===== src/common/boot_macros.svh =====
// Boot subsystem widths, memory depth, host register map and FIFO depth
`ifndef BOOT_MACROS_SVH
`define BOOT_MACROS_SVH

// Bus widths
`define BOOT_ADDR_W 16
`define BOOT_DATA_W 32

// Word memory depth
`define BOOT_MEM_WORDS 256

// Host region and its registers
`define BOOT_HOST_BASE    16'h8000
`define BOOT_PUTCHAR_ADDR 16'h8000
`define BOOT_FINISH_ADDR  16'h8004

`define BOOT_FIFO_DEPTH 4

`endif

===== src/common/boot_pkg.sv =====
// Boot subsystem types for I/O commands, responses and NBF load records
`include "boot_macros.svh"

package boot_pkg;

   typedef enum logic
   {
      IO_READ  = 1'b0,
      IO_WRITE = 1'b1
   } io_op_e;

   typedef enum logic
   {
      NBF_WRITE  = 1'b0,
      NBF_FINISH = 1'b1
   } nbf_op_e;

   // Command into memory or host
   typedef struct packed
   {
      io_op_e                  op;
      logic [`BOOT_ADDR_W-1:0] addr;
      logic [`BOOT_DATA_W-1:0] data;
   } io_cmd_t;

   // Read data on a read, echoed write data on a write
   typedef struct packed
   {
      io_op_e                  op;
      logic [`BOOT_ADDR_W-1:0] addr;
      logic [`BOOT_DATA_W-1:0] data;
   } io_resp_t;

   // One record of the load stream
   typedef struct packed
   {
      nbf_op_e                 op;
      logic [`BOOT_ADDR_W-1:0] addr;
      logic [`BOOT_DATA_W-1:0] data;
   } nbf_rec_t;

endpackage


===== src/source/load_arbiter.sv =====
// Fixed arbiter handing the command channel to the loader, then the processor
module load_arbiter
(
   input  logic               nbf_done_i,
   input  boot_pkg::io_cmd_t  nbf_cmd_i,
   input  logic               nbf_cmd_v_i,
   output logic               nbf_cmd_ready_o,
   output logic               nbf_resp_v_o,
   input  logic               nbf_resp_ready_i,
   input  boot_pkg::io_cmd_t  proc_cmd_i,
   input  logic               proc_cmd_v_i,
   output logic               proc_cmd_ready_o,
   output boot_pkg::io_resp_t proc_resp_o,
   output logic               proc_resp_v_o,
   input  logic               proc_resp_ready_i,
   output boot_pkg::io_cmd_t  io_cmd_o,
   output logic               io_cmd_v_o,
   input  logic               io_cmd_ready_i,
   input  boot_pkg::io_resp_t io_resp_i,
   input  logic               io_resp_v_i,
   output logic               io_resp_ready_o
);

   // Loader traffic drains before done rises, so steering by done is enough
   always_comb
   begin
      proc_resp_o = io_resp_i;
      if (nbf_done_i)
      begin
         io_cmd_o         = proc_cmd_i;
         io_cmd_v_o       = proc_cmd_v_i;
         proc_cmd_ready_o = io_cmd_ready_i;
         nbf_cmd_ready_o  = 1'b0;
         proc_resp_v_o    = io_resp_v_i;
         nbf_resp_v_o     = 1'b0;
         io_resp_ready_o  = proc_resp_ready_i;
      end
      else
      begin
         io_cmd_o         = nbf_cmd_i;
         io_cmd_v_o       = nbf_cmd_v_i;
         proc_cmd_ready_o = 1'b0;
         nbf_cmd_ready_o  = io_cmd_ready_i;
         proc_resp_v_o    = 1'b0;
         nbf_resp_v_o     = io_resp_v_i;
         io_resp_ready_o  = nbf_resp_ready_i;
      end
   end

endmodule


===== config.mk =====
export PLATFORM = sky130hd
export DESIGN_NAME = load_arbiter
export DESIGN_NICKNAME = d
export VERILOG_FILES = /design/src/common/boot_pkg.sv /design/src/source/load_arbiter.sv
export VERILOG_INCLUDE_DIRS = /design/src /design/src/common
export SDC_FILE = /design/constraint.sdc
export NUM_CORES = 1
export LEC_CHECK = 0
export ABC_AREA = 1
export BUFFER_PORTS_ARGS = -buffer_cell sky130_fd_sc_hd__buf_2
export CAP_MARGIN = 10
export CORE_AREA = 2 2 101 103
export DETAILED_ROUTE_END_ITERATION = 10
export DIE_AREA = 0 0 103 105
export SETUP_SLACK_MARGIN = 0.4
export SYNTH_ARGS = -nofsm -noshare
export SYNTH_HDL_FRONTEND = slang
export SYNTH_SLANG_ARGS = --single-unit

===== constraint.sdc =====
create_clock -name vclk -period 0.8
set_input_delay 0.08 -clock vclk [all_inputs]
set_output_delay 0.08 -clock vclk [all_outputs]
set_load 0.05 [all_outputs]

==> results of run 1 <==
[area by class of cell]
cell class                 count  area share
timing repair buffer         180       0.510
multi-input combinational    157       0.430
tap                          133      0.0487
inverter                       5      0.0113
[layer usage]
metal | vias up | wire, um | GRT usage
li1 | 845 | - | -
met3 | 20 | 464 | 0.0127
met1 | 784 | 1840 | 0.0817
met5 | - | 0 | 0
met2 | 111 | 3490 | 0.197
met4 | 0 | 94 | 0.0150
[power by group through the flow]
stage / clock network (mW) / logic, mW / registers [mW]
floorplan: 0 / 2.10 / 0
global placement: 0 / 1.93 / 0
detailed placement: 0 / 1.95 / 0
CTS: 0 / 2.68 / 0
global route: 0 / 2.96 / 0
finish: 0 / 2.84 / 0
[worst max path at each step]
stage	to	startpoint	depth (start not counted)	slack, ns
3_3_place_gp	io_cmd_v_o	nbf_done_i	5	-0.30
4_1_cts	io_cmd_o[9]	nbf_done_i	7	-0.10
3_5_place_dp	io_cmd_v_o	nbf_done_i	5	-0.33
5_1_grt	io_cmd_o[9]	nbf_done_i	7	-0.12
6_report	io_cmd_o[34]	nbf_done_i	7	-0.10
2_1_floorplan	proc_cmd_ready_o	nbf_done_i	4	0.09
[kinds of logic after synthesis]
group                  after synthesis  share of synthesized area
buffers and inverters               65                      0.448
and+or+nand+nor                    157                      0.552
[per-stage QoR]
step           instance area (um^2)  utilization  std cells  worst slack (ns)  power (mW)
6_report                       3420        0.355        475            -0.102        2.84
5_1_grt                        3420        0.355        475            -0.125        2.96
4_1_cts                        3150        0.327        471            -0.102        2.68
3_5_place_dp                   2270        0.236        464            -0.333        1.95
3_3_place_gp                   2270        0.236        464            -0.300        1.93
2_1_floorplan                  1700            -        222            0.0949        2.10
[cells in the mapped netlist]
cell	n
buf_2	5
buf_4	49
buf_6	6
inv_1	4
inv_2	1
nand2_1	155
nor2_1	2
[timing repair]
item                                   4_1_cts  5_1_grt
setup endpoints to repair                   55       55
cloned                                       2        3
buffers inserted                             5        1
hold buffers                                 0        0
pin swaps                                   14        9
resized for setup                          219       44
endpoints found under the hold margin        0        0
==> key figures, run 1 <==
Detailed routing
  • Drt total wl: 5890 um
  • 1st-iter DRT viols: 17
  • Routed Antenna Nets: 0
  • Drt pass-1 iters: 4
  • Drt drc: 0
  • WL per Instance: 12.4 um
  • Via count: 1760
  • Vias/cell: 3.71

Min path
  • Hold_sp: io_resp_i[23]
  • WHS Endpoint: proc_resp_o[23]
  • Worst hold-check path type: in -> out
  • Hold Crit Depth: 0

Worst setup path
  • Crit path capture type: output pin
  • CP Data Required Time: 0.72 ns
  • Worst path top cell family by delay: buffers and inverters
  • Arr. time, crit path: 0.82 ns
  • Crit path cell chain: buf_12 -> clkinv_8 -> buf_12 -> clkbuf_16 -> nand2_2 -> nand2_4 -> buf_8
  • CP max stage delay: 0.15 ns
  • Critical path class: in -> out
  • Top cell by count, worst path: buf_12
  • Slowest stage cell, crit path: clkbuf_16
  • CP startpoint kind: input port
  • Worst path bufs/invs: 5
  • Crit Path Max Fanout: 6

Layout
  • Share of post-route cells with drive strength above 1: 0.877
  • Fillers: 974
  • Commonest non-fill, non-tap cell in the layout: buf_2
  • Most frequent cells in the layout: buf_2, nand2_4, buf_8, nand2_1, nand2_2
  • Area of the multi-input gates: 0.00147 mm^2
  • ANT cells: 0
  • Seq_cells: 0
  • Area Growth Syn to Fin: 220%
  • Fin nets: 498
  • CLK BUF: 0
  • Flip-flop and latch area: 0 um^2

Run status
  • Outcome: complete, but fails checks
  • Violated checks: negative setup slack

Floorplan
  • Starting Density: 0.111
  • Die ar.: 0.0108 mm^2
  • Chip width: 103 um
  • Top-Level Pins: 258
  • Die Y: 105 um
  • Area of the core: 0.00964 mm^2
  • Cell Rows: 36

Placed design
  • Port Buffers: 160
  • DPL Wire Length: 3990 um
  • Gpl congestion: 0.644

STA
  • Final min period: 0.902 ns
  • Final-report max-slew violation count: 0
  • Peak Freq: 1.11 GHz
  • Final Setup Violations: 53
  • WHS: 0.160 ns
  • Final period util: 1.13
  • RSZ-0062 raised after global routing: yes
  • Hold Violations, Final: 0
  • Slew margin rel.: 0.873
  • Final worst setup slack: -0.102 ns
  • Total negative slack: -3.86 ns
  • Worst Tran Pin Value: 0.189 ns

Pwr
  • Net Sw Frac: 0.563
  • Worst vdd ir: 0.324 mV
  • Pleak: 1.80 nW
  • Clk network pwr share: 0
  • Int Pwr: 1.24 mW
  • Power per cell area: 829 mW/mm^2
  • Flop pwr share: 0
  • NetSw: 1.60 mW
  • Logic pwr share: 1.000

Synth
  • Synth area leader: nand2_1
  • Net Count, Synth: 376
  • Mapped Area: 0.00107 mm^2
  • Netlist cell types: 7
  • Synth top area share: 0.544
  • Area contributors post-synth: nand2_1, buf_4, buf_6
  • Cells after synthesis: 222
  • Syn Area/Cell: 4.81 um^2
  • Seq/Total Area, Yosys: 0
  • YS warnings: 0

Global route
  • Largest net degree at the start of global routing: 21
  • Grt total ovfl: 0
  • Vias in the first global route: 1778
  • GRT Total Usage: 0.0897
  • Antenna violations before repair: 0
  • First-pass GRT wire length: 7880 um

Job
  • MaxCap Viol Count: 0
Power figures use the tool's default switching activity.
==> run 2, diff against run 1 <==
--- a/config.mk
+++ b/config.mk
@@ -6,12 +6,11 @@
 export SDC_FILE = /design/constraint.sdc
 export NUM_CORES = 1
 export LEC_CHECK = 0
-export ABC_AREA = 1
 export BUFFER_PORTS_ARGS = -buffer_cell sky130_fd_sc_hd__buf_2
 export CAP_MARGIN = 10
-export CORE_AREA = 2 2 101 103
+export CORE_AREA = 2 2 99 101
 export DETAILED_ROUTE_END_ITERATION = 10
-export DIE_AREA = 0 0 103 105
+export DIE_AREA = 0 0 101 103
 export SETUP_SLACK_MARGIN = 0.4
 export SYNTH_ARGS = -nofsm -noshare
 export SYNTH_HDL_FRONTEND = slang
==> run 2 against run 1 <==
  * The flow still finishes with violations (negative setup slack)
  * Utilization down 9.6 points
  * Wire length fell by 19%
  * Synthesized area is 16% higher
  * Total power shrank 22%
==> key figures, run 2 <==
Synth
  • Syn Area/Cell: 11.3 um^2 (+130%)
  • Area contributors post-synth: mux2_4, buf_4, buf_12
  • Xor/xnor cell area share of the yosys netlist: 0 (unchanged)
  • YS warnings: 0 (unchanged)
  • Synth area leader: mux2_4
  • Cells after synthesis: 110 (-50%)
  • Synth cell count leaders: buf_4, mux2_4, mux2_2, buf_12
  • Most repeated cell in the gate-level netlist after synthesis: buf_4
  • Netlist cell types: 7 (unchanged)
  • Net Count, Synth: 264 (-30%)
  • Synth top area share: 0.556 (+0.0114)
  • Synth Area in Compound Gates: 0 (unchanged)
  • Mapped Area: 0.00124 mm^2 (+16%)
  • Synth Area in Simple Gates: 0.0201 (-0.531)
  • Seq/Total Area, Yosys: 0 (unchanged)
  • Adder-Cell Fraction of Synth Area: 0 (unchanged)
  • Mux share of post-synthesis cell area: 0.601 (+0.601)
  • Main combinational cell family by area after synthesis: multiplexers

Run status
  • Violated checks: negative setup slack
  • Outcome: complete, but fails checks

Global route
  • Grt total ovfl: 0 (unchanged)
  • GRT Total Usage: 0.0732 (-0.0165)
  • First-pass GRT wire length: 5820 um (-26%)
  • Largest net degree at the start of global routing: 11 (-48%)
  • Vias in the first global route: 1267 (-29%)
  • Antenna violations before repair: 0 (unchanged)

STA
  • Final period util: 1.16 (+0.0277)
  • Final-report max-slew violation count: 0 (unchanged)
  • Final Setup Violations: 55 (+3.8%)
  • Final worst setup slack: -0.124 ns (-0.0222 ns)
  • WHS: 0.160 ns (unchanged)
  • Final min period: 0.924 ns (+0.0222 ns)
  • Peak Freq: 1.08 GHz (-2.4%)
  • RSZ-0062 raised after global routing: yes
  • Worst Tran Pin Value: 0.114 ns (-0.0755 ns)
  • Slew margin rel.: 0.924 (+0.0508)
  • Hold Violations, Final: 0 (unchanged)
  • Total negative slack: -5.51 ns (-1.65 ns)

Pwr
  • Power per cell area: 904 mW/mm^2 (+9.0%)
  • Worst vdd ir: 0.256 mV (-21%)
  • Pleak: 1.34 nW (-25%)

Worst setup path
  • Crit path cell chain: clkbuf_16 -> clkbuf_16 -> mux2_4 -> buf_6
  • Arr. time, crit path: 0.84 ns (+0.02 ns)
  • Top cell by count, worst path: clkbuf_16
  • Critical path class: in -> out
  • Worst path bufs/invs: 3 (-2)
  • CP max stage delay: 0.30 ns (+0.15 ns)
  • Crit path capture type: output pin
  • Worst path top cell family by delay: buffers and inverters
  • CP Data Required Time: 0.72 ns (about the same)
  • Crit Path Max Fanout: 5 (-1)
  • CP startpoint kind: input port
  • Slowest stage cell, crit path: mux2_4

Floorplan
  • Die ar.: 0.0104 mm^2 (-3.8%)
  • Cell Rows: 36 (unchanged)
  • Chip width: 101 um (-1.9%)
  • Top-Level Pins: 258 (unchanged)
  • Starting Density: 0.131 (+0.0205)
  • Area of the core: 0.00946 mm^2 (-1.9%)
  • Die Y: 103 um (-1.9%)

Layout
  • Fillers: 1008 (+3.5%)
  • CLK BUF: 0 (unchanged)
  • Most frequent cells in the layout: buf_2, mux2_4, buf_6, buf_8, buf_16
  • Flip-flop and latch area: 0 um^2 (unchanged)
  • Commonest non-fill, non-tap cell in the layout: buf_2
  • Seq_cells: 0 (unchanged)
  • ANT cells: 0 (unchanged)
  • Fin nets: 383 (-23%)
  • Share of post-route cells with drive strength above 1: 1.00 (+0.123)
  • Area Growth Syn to Fin: 97.1%

Placed design
  • Place WS: -0.305 ns (+0.0285 ns)
  • Gpl congestion: 0.673 (+4.5%)
  • Port Buffers: 160 (unchanged)
  • DPL Wire Length: 3370 um (-15%)

Job
  • MaxCap Viol Count: 0 (unchanged)

Detailed routing
  • 1st-iter DRT viols: 3 (-14)
  • Via count: 1234 (-30%)
  • Routed Antenna Nets: 0 (unchanged)
  • Vias/cell: 3.62 (-2.3%)
  • Drt pass-1 iters: 2 (-2)
  • WL per Instance: 14.0 um (+13%)
  • Drt total wl: 4780 um (-19%)
  • Drt drc: 0 (unchanged)

Min path
  • Worst hold-check path type: in -> out
-- run 2: cell types whose count changed after synthesis, moves of 4 or more --
cell     change
nand2_1    -155
mux2_4      +46
buf_2        -5
mux2_2       +5
buf_12       +4
buf_6        -4
inv_1        -4
-- run 2: cells by family (layout without fill, tap and decap cells) --
logic type,Yosys count,after routing
buf+inv,55,172
mux,51,51
simple gates,4,4
-- run 2: path summary, 6_finish.rpt --
path / startpoint / to / slack (ns) / cells after the start
max: nbf_done_i / io_cmd_o[41] / -0.12 / 4
min: io_resp_i[15] / proc_resp_o[15] / 0.16 / 0
-- run 2: repair_timing --
item	in CTS	in global routing
hold buffers	0	0
gates cloned	4	4
pin swaps	0	0
setup buffers	1	0
setup endpoints to repair	55	55
resized for setup	122	11
-- run 2: final cells by class --
| class | instances | area (um^2) | share of cell area |
|---|---|---|---|
| well taps | 114 | 143 | 0.0583 |
| multi-input cells | 55 | 807 | 0.330 |
| repair buffers | 172 | 1500 | 0.612 |
-- run 2: where the power goes --
part	leakage, nW	internal [mW]	switching, mW
logic	1.34	1.07	1.15
clock network	0	0	0
registers	0	0	0
-- run 2: metrics by stage --
| stage | instances | util | cell area [um^2] | power [mW] |
|---|---|---|---|---|
| finish | 341 | 0.259 | 2450 | 2.21 |
| global route | 341 | 0.259 | 2450 | 2.31 |
| CTS | 337 | 0.244 | 2310 | 2.14 |
| detailed placement | 332 | 0.191 | 1810 | 1.71 |
| global placement | 332 | 0.191 | 1810 | 1.70 |
| floorplan | 110 | - | 1280 | 1.94 |
-- run 2: layer usage --
metal / up-vias / global-route usage / part of all wire
met5: - / 0 / 0
met4: 0 / 0.0187 / 0.022
met3: 18 / 0.0142 / 0.099
met2: 95 / 0.167 / 0.57
met1: 556 / 0.0616 / 0.31
li1: 565 / - / -
==> run 3, diff against run 2 <==
==> constraint.sdc (replaced) <==
create_clock -name vclk -period 1
set_input_delay 0.1 -clock vclk [all_inputs]
set_output_delay 0.1 -clock vclk [all_outputs]
set_load 0.05 [all_outputs]
==> run 3 against run 2 <==
  * The flow now finishes without violations
  * Combinational power shrank 14%
  * Flip-flop and latch count is the same
  * Non-clock buffer count is the same
  * Die area is the same
  * Via count shrank 0.16%
  * Utilization grew 1.7 points
  * Sequential share of layout area is the same
  * Design area grew 6.4%
  * First-iteration DRC count grew to 2.7 times the previous value
  * Global-route usage grew 0.23 points
  * Total power shrank 14%
  * Final cell count is the same
  * Largest power group unchanged
==> key figures, run 3 (same netlist as run 2, synthesis figures left out) <==
Run status
  • Outcome: complete, no violations

Worst setup path
  • Slowest stage cell, crit path: mux2_4
  • Crit path cell chain: clkbuf_16 -> buf_16 -> mux2_4 -> buf_8
  • Crit Path Max Fanout: 5 (unchanged)
  • CP Data Required Time: 0.90 ns (+0.18 ns)
  • CP startpoint kind: input port
  • Worst path bufs/invs: 3 (unchanged)
  • Arr. time, crit path: 0.87 ns (+0.03 ns)
  • Crit path capture type: output pin
  • CP max stage delay: 0.31 ns (about the same)
  • Critical path class: in -> out
  • Worst path top cell family by delay: buffers and inverters

Job
  • MaxCap Viol Count: 0 (unchanged)

Layout
  • Most frequent cells in the layout: buf_2, buf_8, mux2_4, buf_16, clkbuf_16
  • Flip-flop and latch area: 0 um^2 (unchanged)
  • Finished Core Util: 0.276 (+0.0167)
  • Seq_cells: 0 (unchanged)
  • Non-filler instance count after layout: 341 (unchanged)
  • ANT cells: 0 (unchanged)
  • Fin nets: 383 (unchanged)
  • CLK BUF: 0 (unchanged)
  • Area Growth Syn to Fin: 110%
  • Commonest non-fill, non-tap cell in the layout: buf_2
  • Share of post-route cells with drive strength above 1: 1.00 (unchanged)

Pwr
  • Worst vdd ir: 0.193 mV (-25%)
  • Int Pwr: 0.959 mW (-10%)
  • Flop pwr share: 0 (unchanged)
  • Total power: 1.90 mW (-14%)
  • Pleak: 1.40 nW (+4.1%)
  • Clk network pwr share: 0 (unchanged)
  • Net Sw Frac: 0.496 (-0.0210)
  • NetSw: 0.945 mW (-17%)
  • Power per cell area: 731 mW/mm^2 (-19%)
  • Logic pwr share: 1.000 (about the same)

Detailed routing
  • Via count: 1232 (-0.16%)
  • WL per Instance: 14.2 um (+0.96%)
  • Drt drc: 0 (unchanged)
  • 1st-iter DRT viols: 8 (+5)
  • Drt pass-1 iters: 3 (+1)
  • Routed Antenna Nets: 0 (unchanged)
  • Drt total wl: 4830 um (+0.96%)
  • Vias/cell: 3.61 (-0.16%)

Floorplan
  • Starting Density: 0.131 (unchanged)
  • Area of the core: 0.00946 mm^2 (unchanged)
  • Die Y: 103 um (unchanged)
  • Die ar.: 0.0104 mm^2 (unchanged)
  • Cell Rows: 36 (unchanged)
  • Chip width: 101 um (unchanged)
  • Top-Level Pins: 258 (unchanged)

STA
  • Final Setup Violations: 0 (-100%)
  • Peak Freq: 1.04 GHz
  • RSZ-0062 raised after global routing: yes
  • Hold Violations, Final: 0 (unchanged)
  • Slew margin rel.: 0.928 (+0.00378)
  • Final period util: 0.965
  • Final-report max-slew violation count: 0 (unchanged)
  • Worst Tran Pin Value: 0.108 ns (-0.00569 ns)
  • Total negative slack: 0 ns (+5.51 ns)
  • Final min period: 0.965 ns

Min path
  • Worst hold-check path type: in -> out

Placed design
  • Cells after DPL: 332 (unchanged)
  • Port Buffers: 160 (unchanged)
  • DPL Wire Length: 3370 um (unchanged)
  • Gpl congestion: 0.673 (unchanged)

Global route
  • Largest net degree at the start of global routing: 11 (unchanged)
  • GRT Total Usage: 0.0754 (+0.00226)
  • First-pass GRT wire length: 6020 um (+3.4%)
  • Vias in the first global route: 1304 (+2.9%)
  • Antenna violations before repair: 0 (unchanged)
  • Grt total ovfl: 0 (unchanged)
## run 3: power by group through the flow
| stage | clock network, mW | logic (mW) | registers [mW] |
|---|---|---|---|
| after floorplan | 0 | 1.55 | 0 |
| after global placement | 0 | 1.36 | 0 |
| after detailed placement | 0 | 1.37 | 0 |
| after CTS | 0 | 1.85 | 0 |
| after global routing | 0 | 1.98 | 0 |
| final | 0 | 1.90 | 0 |
## run 3: layout make-up
type | count | area (um^2)
fill | 985 | 6850
tap | 114 | 143
timing repair buffer | 172 | 1660
multi-input combinational | 55 | 803
## run 3: routing by layer
layer,track usage,share of wire,vias to the layer above
li1,-,-,563
met1,0.0632,0.31,556
met2,0.173,0.57,95
met3,0.0149,0.098,18
met4,0.0187,0.022,0
met5,0,0,-
## run 3: repair_timing
item,CTS,global route
gates resized for setup,169,6
setup buffers,1,0
cloned,4,4
hold buffers,0,0
endpoints found under the setup margin,55,55
## run 3: worst paths after layout
check	depth (start not counted)	slack, ns	from	endpoint
setup / recovery	4	0.03	nbf_done_i	io_cmd_o[30]
hold / removal	0	0.20	io_resp_i[15]	proc_resp_o[15]
## run 3: per-stage QoR
step | hold WS [ns] | instance area [um^2] | setup WS, ns
3_5_place_dp | 0.200 | 1810 | -0.145
4_1_cts | 0.200 | 2480 | -0.0132
6_report | 0.200 | 2610 | 0.0348
3_3_place_gp | 0.200 | 1810 | -0.141
5_1_grt | 0.200 | 2610 | 0.0208
2_1_floorplan | 0.357 | 1280 | 0.149
